File: config.mk
export PLATFORM = sky130hd
export DESIGN_NAME = wbc_decode_flat
export DESIGN_NICKNAME = d
export VERILOG_FILES = /design/src/wbc_pkg.sv /design/src/wbc_slave_if.sv /design/src/wbc_decode.sv /design/src/flat_wrapper.sv
export SDC_FILE = /design/constraint.sdc
export NUM_CORES = 1
export LEC_CHECK = 0
export BUFFER_PORTS_ARGS = -buffer_cell sky130_fd_sc_hd__buf_2
export CAP_MARGIN = 10
export CORE_AREA = 2 2 63 65
export DETAILED_ROUTE_END_ITERATION = 7
export DIE_AREA = 0 0 65 67
export PLACE_DENSITY = 0.81
export SYNTH_ARGS = -nofsm -noshare
export SYNTH_HDL_FRONTEND = slang
export SYNTH_SLANG_ARGS = --single-unit
File: constraint.sdc
create_clock -name vclk -period 1.55
set_input_delay 0.155 -clock vclk [all_inputs]
set_output_delay 0.155 -clock vclk [all_outputs]
set_load 0.005 [all_outputs]
File: src/wbc_pkg.sv
/*
 * bus widths, address map and front panel constants
 * shared by the decoder, the RAM and panel slaves and the top level
 */
package wbc_pkg;

   // wishbone bus widths
   localparam int WB_AW  = 17;                 // byte address, 16-bit space plus spare bit
   localparam int WB_DW  = 16;                 // data word
   localparam int WB_SW  = 2;                  // byte lanes
   localparam int BYTE_W = 8;

   // highest decoded address bit, bit 16 is not decoded
   localparam int ADR_HI = 15;

   // RAM region 0o000000..0o037777
   localparam int MEM_AW = 13;                 // 8K words, byte address bits 13:1
   localparam logic [ADR_HI-MEM_AW-1:0] MEM_TOP_BITS = 2'b00;  // bits 15:14

   // panel region 0o177700..0o177717
   localparam logic [ADR_HI:0] PANEL_BASE = 16'o177700;
   localparam int PANEL_LSB = 4;               // compare bits 15:4
   localparam int PANEL_OW  = 2;               // word offset from bits 2:1

   localparam logic [PANEL_OW-1:0] PANEL_DISP0_OFS = 2'd0;  // low display word
   localparam logic [PANEL_OW-1:0] PANEL_DISP1_OFS = 2'd1;  // high display word
   localparam logic [PANEL_OW-1:0] PANEL_BTN_OFS   = 2'd2;  // button input, read only

   // front panel io
   localparam int BTN_W  = 5;
   localparam int DIGITS = 4;
   localparam int DIG_IW = $clog2(DIGITS);

   // digit scan rate, kept short so a full round fits a short simulation
   localparam int SCAN_DIV = 16;
   localparam int SCAN_CW  = $clog2(SCAN_DIV);

endpackage

File: src/wbc_slave_if.sv
/*
 * one decoded wishbone slave port
 * the decoder drives it through master, each slave answers through slave
 */
`timescale 1ns/1ps

interface wbc_slave_if import wbc_pkg::*; ();

   logic             stb;        // decoded strobe, cyc already folded in
   logic             we;         // write enable
   logic [WB_AW-1:0] adr;        // byte address
   logic [WB_DW-1:0] dat_w;      // write data
   logic [WB_SW-1:0] sel;        // byte lane select
   logic [WB_DW-1:0] dat_r;      // read data
   logic             ack;        // acknowledge, only while stb is high

   modport master
   (
      output stb, we, adr, dat_w, sel,
      input  dat_r, ack
   );

   modport slave
   (
      input  stb, we, adr, dat_w, sel,
      output dat_r, ack
   );

endinterface

File: src/wbc_decode.sv
/*
 * address decoder between the external master and the two slaves
 * purely combinational, strobes one slave and merges data and ack back
 */
`timescale 1ns/1ps

module wbc_decode import wbc_pkg::*;
(
   input  logic             cyc_i,
   input  logic             stb_i,
   input  logic             we_i,
   input  logic [WB_AW-1:0] adr_i,
   input  logic [WB_DW-1:0] dat_i,
   input  logic [WB_SW-1:0] sel_i,
   output logic [WB_DW-1:0] dat_o,
   output logic             ack_o,
   wbc_slave_if.master      mem_bus,
   wbc_slave_if.master      panel_bus
);

   logic req;                                 // active bus cycle
   logic mem_hit;
   logic panel_hit;
   logic nomap_stb;                           // nobody home

   assign req       = cyc_i & stb_i;
   assign mem_hit   = (adr_i[ADR_HI:MEM_AW+1] == MEM_TOP_BITS);       // below 0o040000
   assign panel_hit = (adr_i[ADR_HI:PANEL_LSB] == PANEL_BASE[ADR_HI:PANEL_LSB]);
   assign nomap_stb = req & ~mem_hit & ~panel_hit;

   // per slave strobes, regions never overlap
   assign mem_bus.stb   = req & mem_hit;
   assign panel_bus.stb = req & panel_hit;

   // shared request fields go to both slaves
   assign mem_bus.we      = we_i;
   assign mem_bus.adr     = adr_i;
   assign mem_bus.dat_w   = dat_i;
   assign mem_bus.sel     = sel_i;
   assign panel_bus.we    = we_i;
   assign panel_bus.adr   = adr_i;
   assign panel_bus.dat_w = dat_i;
   assign panel_bus.sel   = sel_i;

   // and-or read mux, unmapped returns zero
   assign dat_o = (mem_bus.stb   ? mem_bus.dat_r   : '0)
                | (panel_bus.stb ? panel_bus.dat_r : '0);

   // unmapped acks at once so the master never stalls
   assign ack_o = mem_bus.ack | panel_bus.ack | nomap_stb;

endmodule

File: src/flat_wrapper.sv
// flat-port wrapper written by rule: the top's interface ports become plain ports
module wbc_decode_flat import wbc_pkg::*;
  (cyc_i, stb_i, we_i, adr_i, dat_i, sel_i, dat_o, ack_o, mem_bus_stb, mem_bus_we, mem_bus_adr, mem_bus_dat_w, mem_bus_sel, mem_bus_dat_r, mem_bus_ack, panel_bus_stb, panel_bus_we, panel_bus_adr, panel_bus_dat_w, panel_bus_sel, panel_bus_dat_r, panel_bus_ack);
  wbc_slave_if mem_bus_i ();
  wbc_slave_if panel_bus_i ();
  input  logic cyc_i;
  input  logic stb_i;
  input  logic we_i;
  input  logic [WB_AW-1:0] adr_i;
  input  logic [WB_DW-1:0] dat_i;
  input  logic [WB_SW-1:0] sel_i;
  output logic [WB_DW-1:0] dat_o;
  output logic ack_o;
  output wire logic [$bits(mem_bus_i.stb)-1:0] mem_bus_stb;
  output wire logic [$bits(mem_bus_i.we)-1:0] mem_bus_we;
  output wire logic [$bits(mem_bus_i.adr)-1:0] mem_bus_adr;
  output wire logic [$bits(mem_bus_i.dat_w)-1:0] mem_bus_dat_w;
  output wire logic [$bits(mem_bus_i.sel)-1:0] mem_bus_sel;
  input wire logic [$bits(mem_bus_i.dat_r)-1:0] mem_bus_dat_r;
  input wire logic [$bits(mem_bus_i.ack)-1:0] mem_bus_ack;
  output wire logic [$bits(panel_bus_i.stb)-1:0] panel_bus_stb;
  output wire logic [$bits(panel_bus_i.we)-1:0] panel_bus_we;
  output wire logic [$bits(panel_bus_i.adr)-1:0] panel_bus_adr;
  output wire logic [$bits(panel_bus_i.dat_w)-1:0] panel_bus_dat_w;
  output wire logic [$bits(panel_bus_i.sel)-1:0] panel_bus_sel;
  input wire logic [$bits(panel_bus_i.dat_r)-1:0] panel_bus_dat_r;
  input wire logic [$bits(panel_bus_i.ack)-1:0] panel_bus_ack;
  assign mem_bus_stb = mem_bus_i.stb;
  assign mem_bus_we = mem_bus_i.we;
  assign mem_bus_adr = mem_bus_i.adr;
  assign mem_bus_dat_w = mem_bus_i.dat_w;
  assign mem_bus_sel = mem_bus_i.sel;
  assign mem_bus_i.dat_r = mem_bus_dat_r;
  assign mem_bus_i.ack = mem_bus_ack;
  assign panel_bus_stb = panel_bus_i.stb;
  assign panel_bus_we = panel_bus_i.we;
  assign panel_bus_adr = panel_bus_i.adr;
  assign panel_bus_dat_w = panel_bus_i.dat_w;
  assign panel_bus_sel = panel_bus_i.sel;
  assign panel_bus_i.dat_r = panel_bus_dat_r;
  assign panel_bus_i.ack = panel_bus_ack;
  wbc_decode u_core (.cyc_i(cyc_i), .stb_i(stb_i), .we_i(we_i), .adr_i(adr_i), .dat_i(dat_i), .sel_i(sel_i), .dat_o(dat_o), .ack_o(ack_o), .mem_bus(mem_bus_i), .panel_bus(panel_bus_i));
endmodule
# Word level (Yosys, flattened, before mapping)
# Cells that the tools add are included.
# totals
in_bits,72
ff_bits,0
# classes
eq_ne,1
reduce_logical,1
bitwise,10
muxes,2
# ops
cell,n
$mux 16,2
$or 16x16->16,1
$eq 12x12->1 const B,1
$and 1x1->1,5
$logic_not 2->1,1
$not 1->1,2
$or 1x1->1,2

# Longest topological paths before layout
# logic_depth
word_depth,5
ltp_mapped,5
ltp_nobuf,3

# Worst setup path before layout
# No wires, ideal clock.
# synth_timing
path_kind,input to output
start,input adr_i[4]
end,output ack_o
stages,4
t_required_ns,1.395
n_path_buf,1
setup_slack_ns,0.246
arrival_ns,1.149
cell_sequence,nand4bb_1 -> or3_1 -> buf_6 -> a311o_1
# synth_via
elab_chain_cells,4
# synth_lines
element,line_no,text
start: declaration,flat_wrapper.sv:9,input logic [WB_AW-1:0] adr_i;
$eq 12x12->1,wbc_decode.sv:28,assign panel_hit = (adr_i[ADR_HI:PANEL_LSB] == PANEL_BASE[ADR_HI:PANEL_LSB]);
$not 1->1,wbc_decode.sv:29,assign nomap_stb = req & ~mem_hit & ~panel_hit;
$and 1x1->1,wbc_decode.sv:29,
$or 1x1->1,wbc_decode.sv:50,assign ack_o = mem_bus.ack | panel_bus.ack | nomap_stb;
end: declaration,flat_wrapper.sv:13,output logic ack_o;
# No other way between the ends.

# Worst setup path after layout
# Ends and elaborated chain as after synthesis.

==> summary.txt <==
Yosys
  – Post-Syn Nets: 208
  – Top-area cell type share of the netlist area: 63.34%
  – Area of the mapped netlist: 853.3 um^2
  – Yosys warns: 0
  – Mapped Avg Cell Area: between 6 and 7 um^2
  – Synth area leaders: buf_4 (63%), nand2_1 (15%), o21ai_0 (8.2%), buf_6 (2.6%), and4bb_2 (1.5%)
  – Leading area contributor after synthesis: buf_4
  – Post-Synthesis Cells: 136
  – Register area share after synthesis: 0%
  – Unique masters post-synth: 15

Power
  – Clock power share: 0%
  – Leak Pwr: 0.4828 nW
  – Peak VDD IR: ~53 uV
  – Int Pwr: 0.08786 mW
  – Combinational group share of total power: 100.0%
  – Power Density: ~180 nW/um^2
  – Share of power burned in registers: 0%
  – Overall Power: between 0.15 and 0.2 mW
  – Net Sw Power: 0.06325 mW
  – Switching Fraction: around two fifths

Finish
  – Seq_cells: 0
  – FF/Latch Area: 0 um^2
  – Synth-to-Final Area Change: -0.7331%
  – Nets@finish: 228
  – Antenna cells: 0
  – Fillers: approximately 400
  – Clock buffers: 0
  – Layout cells sized above 1: between 60% and 70%
  – Area of the multi-input gates: around 280 um^2

Die
  – Die H: ~67 um
  – # IOs: 163
  – Die area: approximately 4400 um^2
  – Initial core utilization: 23.66%
  – Core box area: approximately 3600 um^2
  – Die Width: ~65 um
  – Core Rows: 22

Timing
  – Setup_tns: 0 ns
  – Slew margin rel.: between 90% and 100%
  – Tcrit/Tclk final: ~94%
  – Max Slew Vio Count: 0
  – Worst-Margin Slew: around 0.13 ns
  – Final Hold Vio Count: 0
  – Final setup violation count: 0
  – FMAX: 0.6897 GHz
  – Minimum clock period: ~1.4 ns
  – RSZ-0062 raised after global routing: no

Setup path
  – CP Depth: 5
  – Max stage delay on crit path: ~0.38 ns
  – Crit path max fanout: 3
  – Worst path required time: about 1.4 ns
  – CP Launch Type: input port
  – CP bufs+invs: 2
  – Worst setup endpoint: ack_o
  – CP Capture Type: output pin
  – CP Cell Sequence: buf_2, nand4bb_1, or3_4, a311o_1, buf_2
  – WS Path Type: in2out
  – Critical path origin: adr_i[4]
  – Critical Path AT: 1.29 ns
  – Slowest CP cell: or3_4
  – Cell mode on critical path: buf_2
  – CP top delay family: simple AND/OR/NAND/NOR gates

Min path
  – Hold Path Class: in2out

Placed design
  – Port buffer count: 91
  – DPL Wire Length: roughly 1.8 mm
  – Gp weighted congestion: ~0.73

Routing
  – DRT antenna net count: 0
  – DR iter-0 viols: 9
  – Detailed-route vias per instance: about 4
  – WL final: roughly 2.2 mm
  – Remaining DRCs: 0
  – Vias: a little over 800
  – Average wire per standard cell: about 11 um
  – DR pass1 iterations: 2

Global routing
  – Met2 usage: ~17%
  – Initial antenna violation count: 0
  – Met1 usage: 8.000%
  – Largest net degree at the start of global routing: 18
  – Global-route met3 utilization: between 1.5 and 2%
  – First-pass GRT wire length: 2.863 mm
  – GRT overflow: 0
  – GR peak layer: met2
  – Vias in the first global route: 636
  – Total global-route track usage: 8.310%

Run
  – Max-cap violations: 0

Clock tree
  – Post-CTS Setup Inserts: 0

Status
  – Status: completed
[cell families after synthesis]
| kind of cell | share of synthesized area (%) |
|---|---|
| compound gates | 10.56 |
| buf+inv | 68.04 |
| simple gates | 21.41 |
[power groups by stage]
| stage | combinational (mW) | sequential, mW | clock (mW) |
|---|---|---|---|
| after floorplan | 0.180 | 0 | 0 |
| after global placement | 0.151 | 0 | 0 |
| after detailed placement | 0.153 | 0 | 0 |
| after CTS | 0.154 | 0 | 0 |
| after global routing | 0.167 | 0 | 0 |
| final | 0.151 | 0 | 0 |
[routing by layer]
metal | part of all wire (%) | routed length, um | vias to the layer above
met1 | 34 | 726 | 333
met5 | 0 | 0 | -
met2 | 50 | 1080 | 78
met3 | 14 | 301 | 9
met4 | 2.5 | 53 | 0
li1 | - | - | 394
[how the worst min path moves through the flow]
stage	startpoint	endpoint	cells after the start
after floorplan	stb_i	panel_bus_stb	2
after global placement	dat_i[4]	panel_bus_dat_w[4]	0
after detailed placement	dat_i[4]	panel_bus_dat_w[4]	0
after CTS	dat_i[4]	panel_bus_dat_w[4]	0
after global routing	adr_i[16]	panel_bus_adr[16]	0
final	dat_i[2]	panel_bus_dat_w[2]	0
[layout make-up]
type / count / share of cell area (%)
timing repair buffer: 96 / 60.12
multi-input combinational: 58 / 32.79
tap: 48 / 7.090
[what timing repair did]
action                     CTS  global route
gates resized for setup      0             4
hold buffers                 0             0
setup endpoints to repair    0             8
[cells in the final DEF, fill, tap and decap left out]
master | Yosys | layout
o21ai_0 | 14 | 12
buf_6 | 2 | 1
nand4bb_1 | 1 | 1
o21ai_1 | 2 | 4
a311o_1 | 1 | 1
nand2_1 | 33 | 33
and2_1 | 1 | 1
nor2_1 | 1 | 1
nand4_1 | 2 | 2
buf_4 | 72 | 3
and4bb_2 | 1 | 1
or3_4 | 0 | 1
or2_2 | 1 | 1
buf_12 | 0 | 1
buf_2 | 2 | 91
[through the flow]
| step | setup WS [ns] | utilization [%] | hold WS, ns | std cells | area (um^2) |
|---|---|---|---|---|---|
| 2_1_floorplan | 0.2464 | - | 0.3875 | 136 | 853.3 |
| 3_3_place_gp | 0.1077 | 23.25 | 0.3101 | 202 | 838.3 |
| 3_5_place_dp | 0.06532 | 23.25 | 0.3101 | 202 | 838.3 |
| 4_1_cts | 0.06535 | 23.25 | 0.3101 | 202 | 838.3 |
| 5_1_grt | 0.03058 | 23.49 | 0.3100 | 202 | 847.1 |
| 6_report | 0.1001 | 23.49 | 0.3100 | 202 | 847.1 |
[synth_stat cells]
cell type and n:
buf_6 2, or2_2 1, o21ai_1 2, buf_2 2, nand2_1 33, a311o_1 1, nand4_1 2, nor2_1 1
o21ai_0 14, clkbuf_1 2, or3_1 1, and2_1 1, buf_4 72, nand4bb_1 1, and4bb_2 1
Power figures use the tool's default switching activity.
