==> config.mk <==
export PLATFORM = sky130hd
export DESIGN_NAME = wbc_panel_flat
export DESIGN_NICKNAME = d
export VERILOG_FILES = /design/src/wbc_pkg.sv /design/src/wbc_slave_if.sv /design/src/wbc_panel.sv /design/src/flat_wrapper.sv
export SDC_FILE = /design/constraint.sdc
export NUM_CORES = 1
export LEC_CHECK = 0
export ABC_AREA = 0
export BUFFER_PORTS_ARGS = -buffer_cell sky130_fd_sc_hd__clkbuf_2
export CORE_MARGIN = 8
export CORE_UTILIZATION = 50
export CTS_BUF_LIST = sky130_fd_sc_hd__clkbuf_16
export CTS_CLUSTER_SIZE = 10
export DETAILED_ROUTE_END_ITERATION = 7
export PLACE_DENSITY = 0.85
export SLEW_MARGIN = 10
export SYNTH_ARGS = -nofsm -noshare
export SYNTH_HDL_FRONTEND = slang
export SYNTH_SLANG_ARGS = --single-unit
==> constraint.sdc <==
create_clock -name wb_clk -period 2.4 [get_ports wb_clk]
set_clock_uncertainty 0.15 [all_clocks]
set_input_delay 0.6 -clock wb_clk [delete_from_list [all_inputs] [get_ports wb_clk]]
set_output_delay 0.6 -clock wb_clk [all_outputs]
set_load 0.02 [all_outputs]
==> src/wbc_pkg.sv <==
/*
 * bus widths, address map and front panel constants
 * shared by the decoder, the RAM and panel slaves and the top level
 */
package wbc_pkg;

   // wishbone bus widths
   localparam int WB_AW  = 17;                 // byte address, 16-bit space plus spare bit
   localparam int WB_DW  = 16;                 // data word
   localparam int WB_SW  = 2;                  // byte lanes
   localparam int BYTE_W = 8;

   // highest decoded address bit, bit 16 is not decoded
   localparam int ADR_HI = 15;

   // RAM region 0o000000..0o037777
   localparam int MEM_AW = 13;                 // 8K words, byte address bits 13:1
   localparam logic [ADR_HI-MEM_AW-1:0] MEM_TOP_BITS = 2'b00;  // bits 15:14

   // panel region 0o177700..0o177717
   localparam logic [ADR_HI:0] PANEL_BASE = 16'o177700;
   localparam int PANEL_LSB = 4;               // compare bits 15:4
   localparam int PANEL_OW  = 2;               // word offset from bits 2:1

   localparam logic [PANEL_OW-1:0] PANEL_DISP0_OFS = 2'd0;  // low display word
   localparam logic [PANEL_OW-1:0] PANEL_DISP1_OFS = 2'd1;  // high display word
   localparam logic [PANEL_OW-1:0] PANEL_BTN_OFS   = 2'd2;  // button input, read only

   // front panel io
   localparam int BTN_W  = 5;
   localparam int DIGITS = 4;
   localparam int DIG_IW = $clog2(DIGITS);

   // digit scan rate, kept short so a full round fits a short simulation
   localparam int SCAN_DIV = 16;
   localparam int SCAN_CW  = $clog2(SCAN_DIV);

endpackage

==> src/wbc_slave_if.sv <==
/*
 * one decoded wishbone slave port
 * the decoder drives it through master, each slave answers through slave
 */
`timescale 1ns/1ps

interface wbc_slave_if import wbc_pkg::*; ();

   logic             stb;        // decoded strobe, cyc already folded in
   logic             we;         // write enable
   logic [WB_AW-1:0] adr;        // byte address
   logic [WB_DW-1:0] dat_w;      // write data
   logic [WB_SW-1:0] sel;        // byte lane select
   logic [WB_DW-1:0] dat_r;      // read data
   logic             ack;        // acknowledge, only while stb is high

   modport master
   (
      output stb, we, adr, dat_w, sel,
      input  dat_r, ack
   );

   modport slave
   (
      input  stb, we, adr, dat_w, sel,
      output dat_r, ack
   );

endinterface

==> src/wbc_panel.sv <==
/*
 * front panel slave with two display words and a button input word
 * scans the display words onto a four digit seven segment display
 */
`timescale 1ns/1ps

module wbc_panel import wbc_pkg::*;
(
   input  logic              wb_clk,
   input  logic              rst_i,
   wbc_slave_if.slave        bus,
   input  logic [BTN_W-1:0]  btn_i,          // push buttons, raw
   output logic [7:0]        hex_o,          // segment lines, active low
   output logic [DIGITS-1:0] hsel_o          // digit select, active low
);

   logic [PANEL_OW-1:0] ofs;                 // word offset within panel
   logic [WB_DW-1:0]    disp0_q;             // digits 0 and 1
   logic [WB_DW-1:0]    disp1_q;             // digits 2 and 3
   logic [WB_DW-1:0]    btn_word;
   logic [SCAN_CW-1:0]  pre_q;               // scan prescaler
   logic [DIG_IW-1:0]   dig_q;               // current digit
   logic [WB_DW-1:0]    dig_word;            // display word for current digit
   logic [BYTE_W-1:0]   dig_byte;

   assign ofs      = bus.adr[PANEL_OW:1];
   assign btn_word = {{(WB_DW-BTN_W){1'b0}}, btn_i};

   // full word writes, sel ignored
   always_ff @(posedge wb_clk)
   begin
      if (rst_i)
      begin
         disp0_q <= '0;
         disp1_q <= '0;
      end
      else if (bus.stb & bus.we)
      begin
         case (ofs)
            PANEL_DISP0_OFS: disp0_q <= bus.dat_w;
            PANEL_DISP1_OFS: disp1_q <= bus.dat_w;
            default: ;                       // button word is read only
         endcase
      end
   end

   always_comb
   begin
      case (ofs)
         PANEL_DISP0_OFS: bus.dat_r = disp0_q;
         PANEL_DISP1_OFS: bus.dat_r = disp1_q;
         PANEL_BTN_OFS:   bus.dat_r = btn_word;
         default:         bus.dat_r = '0;
      endcase
   end

   assign bus.ack = bus.stb;                 // zero wait states

   // digit steps once per SCAN_DIV clocks, 0 up to DIGITS-1 then wraps
   always_ff @(posedge wb_clk)
   begin
      if (rst_i)
      begin
         pre_q <= '0;
         dig_q <= '0;
      end
      else if (pre_q == SCAN_CW'(SCAN_DIV-1))
      begin
         pre_q <= '0;
         if (dig_q == DIG_IW'(DIGITS-1))
            dig_q <= '0;
         else
            dig_q <= dig_q + 1'b1;
      end
      else
         pre_q <= pre_q + 1'b1;
   end

   // digit k shows word k/2, low byte on even k and high byte on odd k
   assign dig_word = dig_q[DIG_IW-1] ? disp1_q : disp0_q;
   assign dig_byte = dig_q[0] ? dig_word[WB_DW-1 -: BYTE_W] : dig_word[BYTE_W-1:0];

   assign hex_o  = ~dig_byte;                // segments lit on low
   assign hsel_o = ~(DIGITS'(1) << dig_q);   // one zero at the active digit

endmodule

==> src/flat_wrapper.sv <==
// flat-port wrapper written by rule: the top's interface ports become plain ports
module wbc_panel_flat import wbc_pkg::*;
  (wb_clk, rst_i, btn_i, hex_o, hsel_o, bus_stb, bus_we, bus_adr, bus_dat_w, bus_sel, bus_dat_r, bus_ack);
  wbc_slave_if bus_i ();
  input  logic wb_clk;
  input  logic rst_i;
  input  logic [BTN_W-1:0] btn_i;
  output logic [7:0] hex_o;
  output logic [DIGITS-1:0] hsel_o;
  input wire logic [$bits(bus_i.stb)-1:0] bus_stb;
  input wire logic [$bits(bus_i.we)-1:0] bus_we;
  input wire logic [$bits(bus_i.adr)-1:0] bus_adr;
  input wire logic [$bits(bus_i.dat_w)-1:0] bus_dat_w;
  input wire logic [$bits(bus_i.sel)-1:0] bus_sel;
  output wire logic [$bits(bus_i.dat_r)-1:0] bus_dat_r;
  output wire logic [$bits(bus_i.ack)-1:0] bus_ack;
  assign bus_i.stb = bus_stb;
  assign bus_i.we = bus_we;
  assign bus_i.adr = bus_adr;
  assign bus_i.dat_w = bus_dat_w;
  assign bus_i.sel = bus_sel;
  assign bus_dat_r = bus_i.dat_r;
  assign bus_ack = bus_i.ack;
  wbc_panel u_core (.wb_clk(wb_clk), .rst_i(rst_i), .bus(bus_i), .btn_i(btn_i), .hex_o(hex_o), .hsel_o(hsel_o));
endmodule
-- Yosys cells after proc, flatten, opt, wreduce, memory -nomap -nowiden
Cells that the tools add are included.
- shifts and indexed selects: 1
- $add $sub $neg: 2
- muxes and demuxes: 4
- bitwise gates (word level): 3
- reduce and logical (&&, ||, !) cells: 4
- equality and inequality tests: 4
- operators with widths (kind ; count):
    one-hot mux 16 bit (3 select lines) ; 1
    two-way mux 16 bit ; 1
    two-way mux 8 bit ; 1
    inverter 8 bit ; 1
    adder 4 x 1 -> 4 bit, second input constant ; 1
    == test 2 bit, second input constant ; 2
    == test 4 bit, second input constant ; 1
    inverter 4 bit ; 1
    AND reduction 2 bit ; 2
    << shifter 1 x 2 -> 4 bit, first input constant ; 1
    adder 2 x 1 -> 2 bit, second input constant ; 1
    == test 2 x 1 -> 1 bit, second input constant ; 1
    zero test 2 bit ; 1
    two-way mux 2 bit ; 1
    OR reduction 2 bit ; 1
    bitwise AND 1 bit ; 1
- input port bits: 44
- register bits after elaboration: 38
- output and inout bits: 29
- word-level logic and storage cells: 22

-- Longest topological paths before layout
Gate-level depths: netlist of the first run.
- depth in word-level cells: 3
- mapped depth: 6
- gate-level depth less buffers: 4

-- Worst setup path after synthesis of the first run
Ideal clock, no wire load.
- kind: input -> output
- start point: input bus_adr[1]
- end point: output bus_dat_r[0]
- path buffers: 1
- stages: 3
- path slack: 0.334 ns
- data arrival time: 1.316 ns
- data required time: 1.650 ns
- path through: buf_6 mux2i_1 o21ai_0
- word-level cells in the longest chain between the ends: 2
- elaborated cells on any way between the ends: 4
- those cells by class: eq/ne: 2; mux: 1; reduce/logical: 1
- RTL lines (item ; RTL line ; RTL):
    from (decl) ; flat_wrapper.sv:12 ; input wire logic [$bits(bus_i.adr)-1:0] bus_adr;
    == test 2 bit (tied with other cells) ; wbc_panel.sv:49 ; case (ofs)
    one-hot mux 16 bit (3 select lines) (*) ; wbc_panel.sv:49 ;
    to (decl) ; flat_wrapper.sv:15 ; output wire logic [$bits(bus_i.dat_r)-1:0] bus_dat_r;
Mark *: on every way between the ends. The rest lies on a longest branch, timed or not.

-- Worst setup path in the final report of the first run
- start point: register u_core.dig_q[0]
- end point: output hex_o[4]
- word-level cells in the longest chain between the ends: 2
- RTL lines (item ; RTL line ; RTL):
    from (decl) ; wbc_panel.sv:22 ; logic [DIG_IW-1:0] dig_q;
    from (signal assigned) ; wbc_panel.sv:73 ; dig_q <= dig_q + 1'b1;
    two-way mux 8 bit ; wbc_panel.sv:81 ; assign dig_byte = dig_q[0] ? dig_word[WB_DW-1 -: BYTE_W] : dig_word[BYTE_W-1:0];
    inverter 8 bit ; wbc_panel.sv:83 ; assign hex_o = ~dig_byte;
    to (decl) ; flat_wrapper.sv:8 ; output logic [7:0] hex_o;
Every way passes these cells.

==> qor.yml, run 1 <==
sta:
  fmax_ghz: 0.437
  fin_ws_ns: 0.112
  drv_slew: 0
  finalCriticalPeriod_ns: 2.29
  finalSetupTns_ns: 0
  slew_headroom_pct: 69.4
  tightest_slew_ns: 0.458
  finalHoldViolations: 0
  fin_crit_sh_pct: 95.3
  rsz0062_at_grt: "no"
  holdWs_ns: 0.317
  setup_viol: 0
yosys:
  ys_seq_area_share_pct: 38.1
  synth.top_cell.area_share_pct: 38.1
  netlist_instances: 236
  synth_cell_types: 27
  syn_nets: 285
  yosysWarnings: 0
  avgSynthCellArea_um2: 8.47
  synth.largest_area_cell: "dfxtp_1"
  synth_seq_cells: 38
  synth_area_leaders: "dfxtp_1 (38%), nand2_1 (13%), mux4_2 (9.0%), mux2i_1 (8.5%), a21oi_1 (6.3%)"
  synth_area_um2: 2000
min_path:
  min_to: "u_core.disp0_q[2]$_SDFFE_PP0P_"
  hold_path_depth: 2
  worstHoldStart: "u_core.disp0_q[2]$_SDFFE_PP0P_"
  min_path_type: "flip-flop to flip-flop"
setup_path:
  crit_fanout: 8
  r2r-start: "u_core.pre_q[0]$_SDFF_PP0_"
  arrival_ns: 1.54
  r2r_cells: 4
  cp_top_family: "multiplexers"
  critical_path.slowest_cell: "mux4_2"
  critPathBufInv: 3
  cpPeakStageDelay_ns: 0.52
  crit_chain: "buf_4 -> mux4_2 -> inv_1 -> clkbuf_2"
  start_kind: "flip-flop"
  worstSetupEndpointType: "primary output"
  cp.required_ns: 1.65
  setup.worst_path.class: "flip-flop to primary output"
  r2r_end: "u_core.dig_q[0]$_SDFFE_PP0N_"
  r2r_setup_slack_ns: 0.90
pwr:
  ir_worst_vdd_mv: 0.430
  combPwrFrac_pct: 9.9
  p_per_area_nw_per_um2: 575
  seqPwrFrac_pct: 46.7
  sw_frac_of_total_pct: 23.6
  leakagePower_nw: 1.02
  power_mw: 1.41
  clkPwrFrac_pct: 43.4
  power_switching_uw: 333
  intPower_mw: 1.08
clocking:
  postCtsHoldBufs: 0
  cts_tree: "yes"
  clock_latency_ns: 0.28
  clk_pin_slew_ns: 0.05
  numCtsBuffers: 5
  clock_sink_count: 38
  cts-resized-gates: 0
  htree_levels: 2
  ctsRootBufferMaster: "clkbuf_16"
  postCtsSetupBuffers: 0
  clockBufferDepth: 2
die:
  die-height_um: 79.2
  pin_count: 73
  initial_core_util_pct: 51.1
  coreArea_um2: 3910
  dieWidth_um: 79.2
  core.rowCount: 23
  dieArea_um2: 6280
placement:
  hpwlAfterDp_um: 3750
  port_buffers: 55
  placedCellCount: 336
  place_congestion: 0.769
  pre_cts_ws_ns: 0.163
final_layout:
  final_cells: 344
  n_antenna_cell: 0
  drive_gt1_share_pct: 32.0
  layout.nets: 342
  synthToLayoutAreaGrowth_pct: 23.0
outcome:
  outcome: "finished clean"
global_route:
  grt_antenna_before_repair: 0
  overflow: 0
  grt_max_degree: 21
  grt_pass1_vias: 1785
  grt_usage_pct: 17.0
  grt_pass1_wl_um: 8490
run:
  drv_cap: 0
routing:
  wirelength_um: 5090
  viasPerCell: 5.29
  first_iter_violations: 113
  drc: 0
  antenna_left: 0
  dr.pass1.iters: 4
  wl_per_cell_um: 14.8
  vias: 1819
worst max-delay path by stage:
stage | to | start | slack (ns) | depth (start not counted)
after floorplan | bus_dat_r[0] | bus_adr[1] | 0.33 | 3
after global placement | bus_dat_r[2] | bus_adr[2] | 0.24 | 5
after detailed placement | bus_dat_r[4] | bus_adr[2] | 0.16 | 5
after CTS | hex_o[5] | u_core.dig_q[0]$_SDFFE_PP0N_ | 0.1 | 4
after global routing | hex_o[4] | u_core.dig_q[0]$_SDFFE_PP0N_ | 0.03 | 4
final | hex_o[4] | u_core.dig_q[0]$_SDFFE_PP0N_ | 0.11 | 4
worst register-to-register path, delay by kind of cell (launching register included):
kind / cells / cell delay (ns)
fa+ha+maj: 1 / 0.23
compound gates: 1 / 0.13
flops: 1 / 0.38
simple gates: 2 / 0.54
sequential cells by signal, indices dropped and copies added (netlist names):
signal	flops
u_core.pre_q	4
u_core.disp1_q	16
u_core.disp0_q	16
u_core.dig_q	2
per-layer routing:
metal	up-vias	routed length, µm	track usage [%]
met1	865	2070	18.8
li1	897	-	-
met2	53	2620	29.4
met5	-	0	0
met4	0	53	7.78
met3	4	353	4.85
stage by stage:
step,util (%),instance area [µm²]
2_1_floorplan,-,2000
3_5_place_dp,59.3,2320
5_1_grt,62.8,2460
4_1_cts,62.8,2460
6_report,62.8,2460
3_3_place_gp,59.3,2320
area by class of cell:
cell class,instances,area [µm²]
clock buffer,5,125
clock inverter,3,12.5
fill,341,1460
inverter,15,56.3
multi-input combinational,165,1070
sequential,38,761
tap,50,62.6
timing repair buffer,68,373
power by group through the flow:
stage                     Combinational [mW]  Clock (mW)  Sequential (mW)
after global placement                 0.136           0            0.671
after global routing                   0.154       0.650            0.661
after floorplan                       0.0884           0            0.669
after detailed placement               0.140           0            0.672
final                                  0.140       0.613            0.659
after CTS                              0.141       0.627            0.659
cell usage after synthesis:
cell type	number
a21oi_1	25
and3b_1	1
ha_1	5
inv_1	15
nor3b_1	1
nand3_1	1
buf_2	5
buf_8	1
nand2_1	70
nand4bb_1	1
clkbuf_1	4
buf_6	1
clkbuf_2	2
buf_4	5
and4b_1	1
nor2b_1	1
mux4_2	8
nand4b_2	1
nor2_1	13
mux2i_1	17
dfxtp_1	38
xnor2_1	1
a21oi_2	10
o21ai_0	6
or3_1	1
nand4b_1	1
and4bb_2	1
logic make-up after synthesis:
family	count (synthesis)	synth area share, %
compound gates	41	12.1
xor+xnor	1	0.438
fa+ha+maj	5	3.13
buf+inv	33	8.52
flops	38	38.1
mux	25	17.5
simple gates	93	20.2
cells in the final DEF, fill, tap and decap left out:
cell | Yosys | layout
clkbuf_2 | 2 | 55
inv_1 | 15 | 16
nand4bb_1 | 1 | 1
dfxtp_1 | 38 | 38
a21oi_2 | 10 | 10
nor3b_1 | 1 | 1
and3b_1 | 1 | 1
o21ai_0 | 6 | 6
nand4b_1 | 1 | 1
or3_1 | 1 | 1
nand4b_2 | 1 | 1
clkinv_2 | 0 | 1
nor2_1 | 13 | 13
and4bb_2 | 1 | 1
mux2i_1 | 17 | 17
nor2b_1 | 1 | 1
mux4_2 | 8 | 8
a21oi_1 | 25 | 25
xnor2_1 | 1 | 1
nand3_1 | 1 | 1
buf_4 | 5 | 13
clkinv_1 | 0 | 1
clkbuf_16 | 0 | 5
and4b_1 | 1 | 1
ha_1 | 5 | 5
nand2_1 | 70 | 70
No activity file was read; power rests on OpenSTA's default activity.
==> run 2: changes to the inputs <==
Settings changed: BUFFER_PORTS_ARGS -buffer_cell sky130_fd_sc_hd__clkbuf_2 to unset, CORE_UTILIZATION 50 to 25, DONT_BUFFER_PORTS set to 1, PLACE_DENSITY 0.85 to 0.42.
==> qor.yml, run 2 (synthesis results as in run 1) <==
pwr:
  p_per_area_nw_per_um2: 616
  ir_worst_vdd_mv: 0.270
  power_mw: 1.35
  power_switching_uw: 295
  sw_frac_of_total_pct: 21.9
  clkPwrFrac_pct: 45.8
  seqPwrFrac_pct: 48.9
  leakagePower_nw: 0.751
  intPower_mw: 1.05
  combPwrFrac_pct: 5.3
setup_path:
  r2r_cells: 4
  cp.required_ns: 1.65
  worstSetupEndpointType: "primary output"
  crit_fanout: 9
  start_kind: "flip-flop"
  arrival_ns: 1.50
  setup.worst_path.class: "flip-flop to primary output"
sta:
  slew_headroom_pct: 55.0
  setup_viol: 0
  rsz0062_at_grt: "no"
  drv_slew: 0
  finalHoldViolations: 0
  fin_ws_ns: 0.153
  finalCriticalPeriod_ns: 2.25
  tightest_slew_ns: 0.667
  fmax_ghz: 0.445
  fin_crit_sh_pct: 93.6
  finalSetupTns_ns: 0
min_path:
  min_path_type: "input pin to flip-flop"
  hold_path_depth: 1
die:
  dieWidth_um: 105
  core.rowCount: 32
  coreArea_um2: 7730
  dieArea_um2: 11100
  pin_count: 73
  die-height_um: 105
  initial_core_util_pct: 25.9
clocking:
  cts_tree: "yes"
  postCtsHoldBufs: 0
  clk_pin_slew_ns: 0.05
  numCtsBuffers: 5
  clock_latency_ns: 0.28
  clock_sink_count: 38
  cts-resized-gates: 0
  ctsRootBufferMaster: "clkbuf_16"
  postCtsSetupBuffers: 0
  clockBufferDepth: 2
  htree_levels: 2
global_route:
  grt_max_degree: 39
  grt_usage_pct: 10.4
  grt_pass1_wl_um: 9000
  overflow: 0
  grt_antenna_before_repair: 0
  grt_pass1_vias: 1535
placement:
  placedCellCount: 325
  port_buffers: 0
  place_congestion: 0.703
  hpwlAfterDp_um: 3910
  pre_cts_ws_ns: 0.292
final_layout:
  final_cells: 333
  final_cell_mix: "nand2_1 (70), dfxtp_1 (38), a21oi_1 (25), mux2i_1 (17), inv_1 (16)"
  layout.nets: 279
  multi_input_area_um2: 1070
  final_common_cell: "nand2_1"
  seq_area_um2: 761
  synthToLayoutAreaGrowth_pct: 9.46
  drive_gt1_share_pct: 13.4
  n_antenna_cell: 0
  top_regs: "u_core.disp0_q (16), u_core.disp1_q (16), u_core.pre_q (4)"
  n_fill_cell: 837
routing:
  antenna_left: 0
  wirelength_um: 5630
  viasPerCell: 4.70
  drc: 0
  dr.pass1.iters: 4
  vias: 1566
  wl_per_cell_um: 16.9
  first_iter_violations: 36
run:
  drv_cap: 0
outcome:
  outcome: "finished clean"
-- run 2: cell count changes in the layout (fill, tap and decap cells not counted) --
cell	change
clkbuf_2	-55
buf_4	-8
-- run 2: through the flow --
step / hold slack, ns / utilization (%) / area [µm²]
3_5_place_dp: 0.306 / 26.5 / 2050
2_1_floorplan: 0.296 / - / 2000
3_3_place_gp: 0.302 / 26.5 / 2050
6_report: 0.246 / 28.3 / 2190
4_1_cts: 0.229 / 28.3 / 2190
5_1_grt: 0.232 / 28.3 / 2190
-- run 2: layout make-up --
cell class | instances | area share [%]
clock buffers | 5 | 5.72
well taps | 102 | 5.84
flip-flops and latches | 38 | 34.8
repair buffers | 5 | 1.72
multi-input cells | 165 | 48.8
inverters | 15 | 2.57
clock inverters | 3 | 0.572
-- run 2: layer usage --
layer | wire length [µm] | global-route usage [%] | part of all wire (%)
met1 | 2390 | 12.4 | 42
met2 | 2750 | 16.6 | 49
met4 | 58 | 3.98 | 1.0
met3 | 432 | 3.78 | 7.7
met5 | 0 | 0 | 0
-- run 2: worst max-delay path: stages, from the launching register on --
cell and delay [ns]:
dfxtp_1 0.32, buf_4 0.19, mux4_2 0.53, inv_1 0.17
-- run 2: path summary, 6_finish.rpt --
path,startpoint,end,slack [ns]
max reg2reg,u_core.dig_q[1]$_SDFFE_PP0N_,u_core.dig_q[0]$_SDFFE_PP0N_,0.91
min,rst_i,u_core.dig_q[1]$_SDFFE_PP0N_,0.25
max,u_core.dig_q[0]$_SDFFE_PP0N_,hex_o[2],0.15
min reg2reg,u_core.disp0_q[4]$_SDFFE_PP0P_,u_core.disp0_q[4]$_SDFFE_PP0P_,0.31
-- run 2: power groups by stage --
| stage | logic [mW] | clock network [mW] | registers (mW) |
|---|---|---|---|
| floorplan | 0.0884 | 0 | 0.669 |
| global placement | 0.0728 | 0 | 0.672 |
| detailed placement | 0.0739 | 0 | 0.672 |
| CTS | 0.0742 | 0.637 | 0.659 |
| global route | 0.0824 | 0.669 | 0.661 |
| finish | 0.0719 | 0.616 | 0.659 |
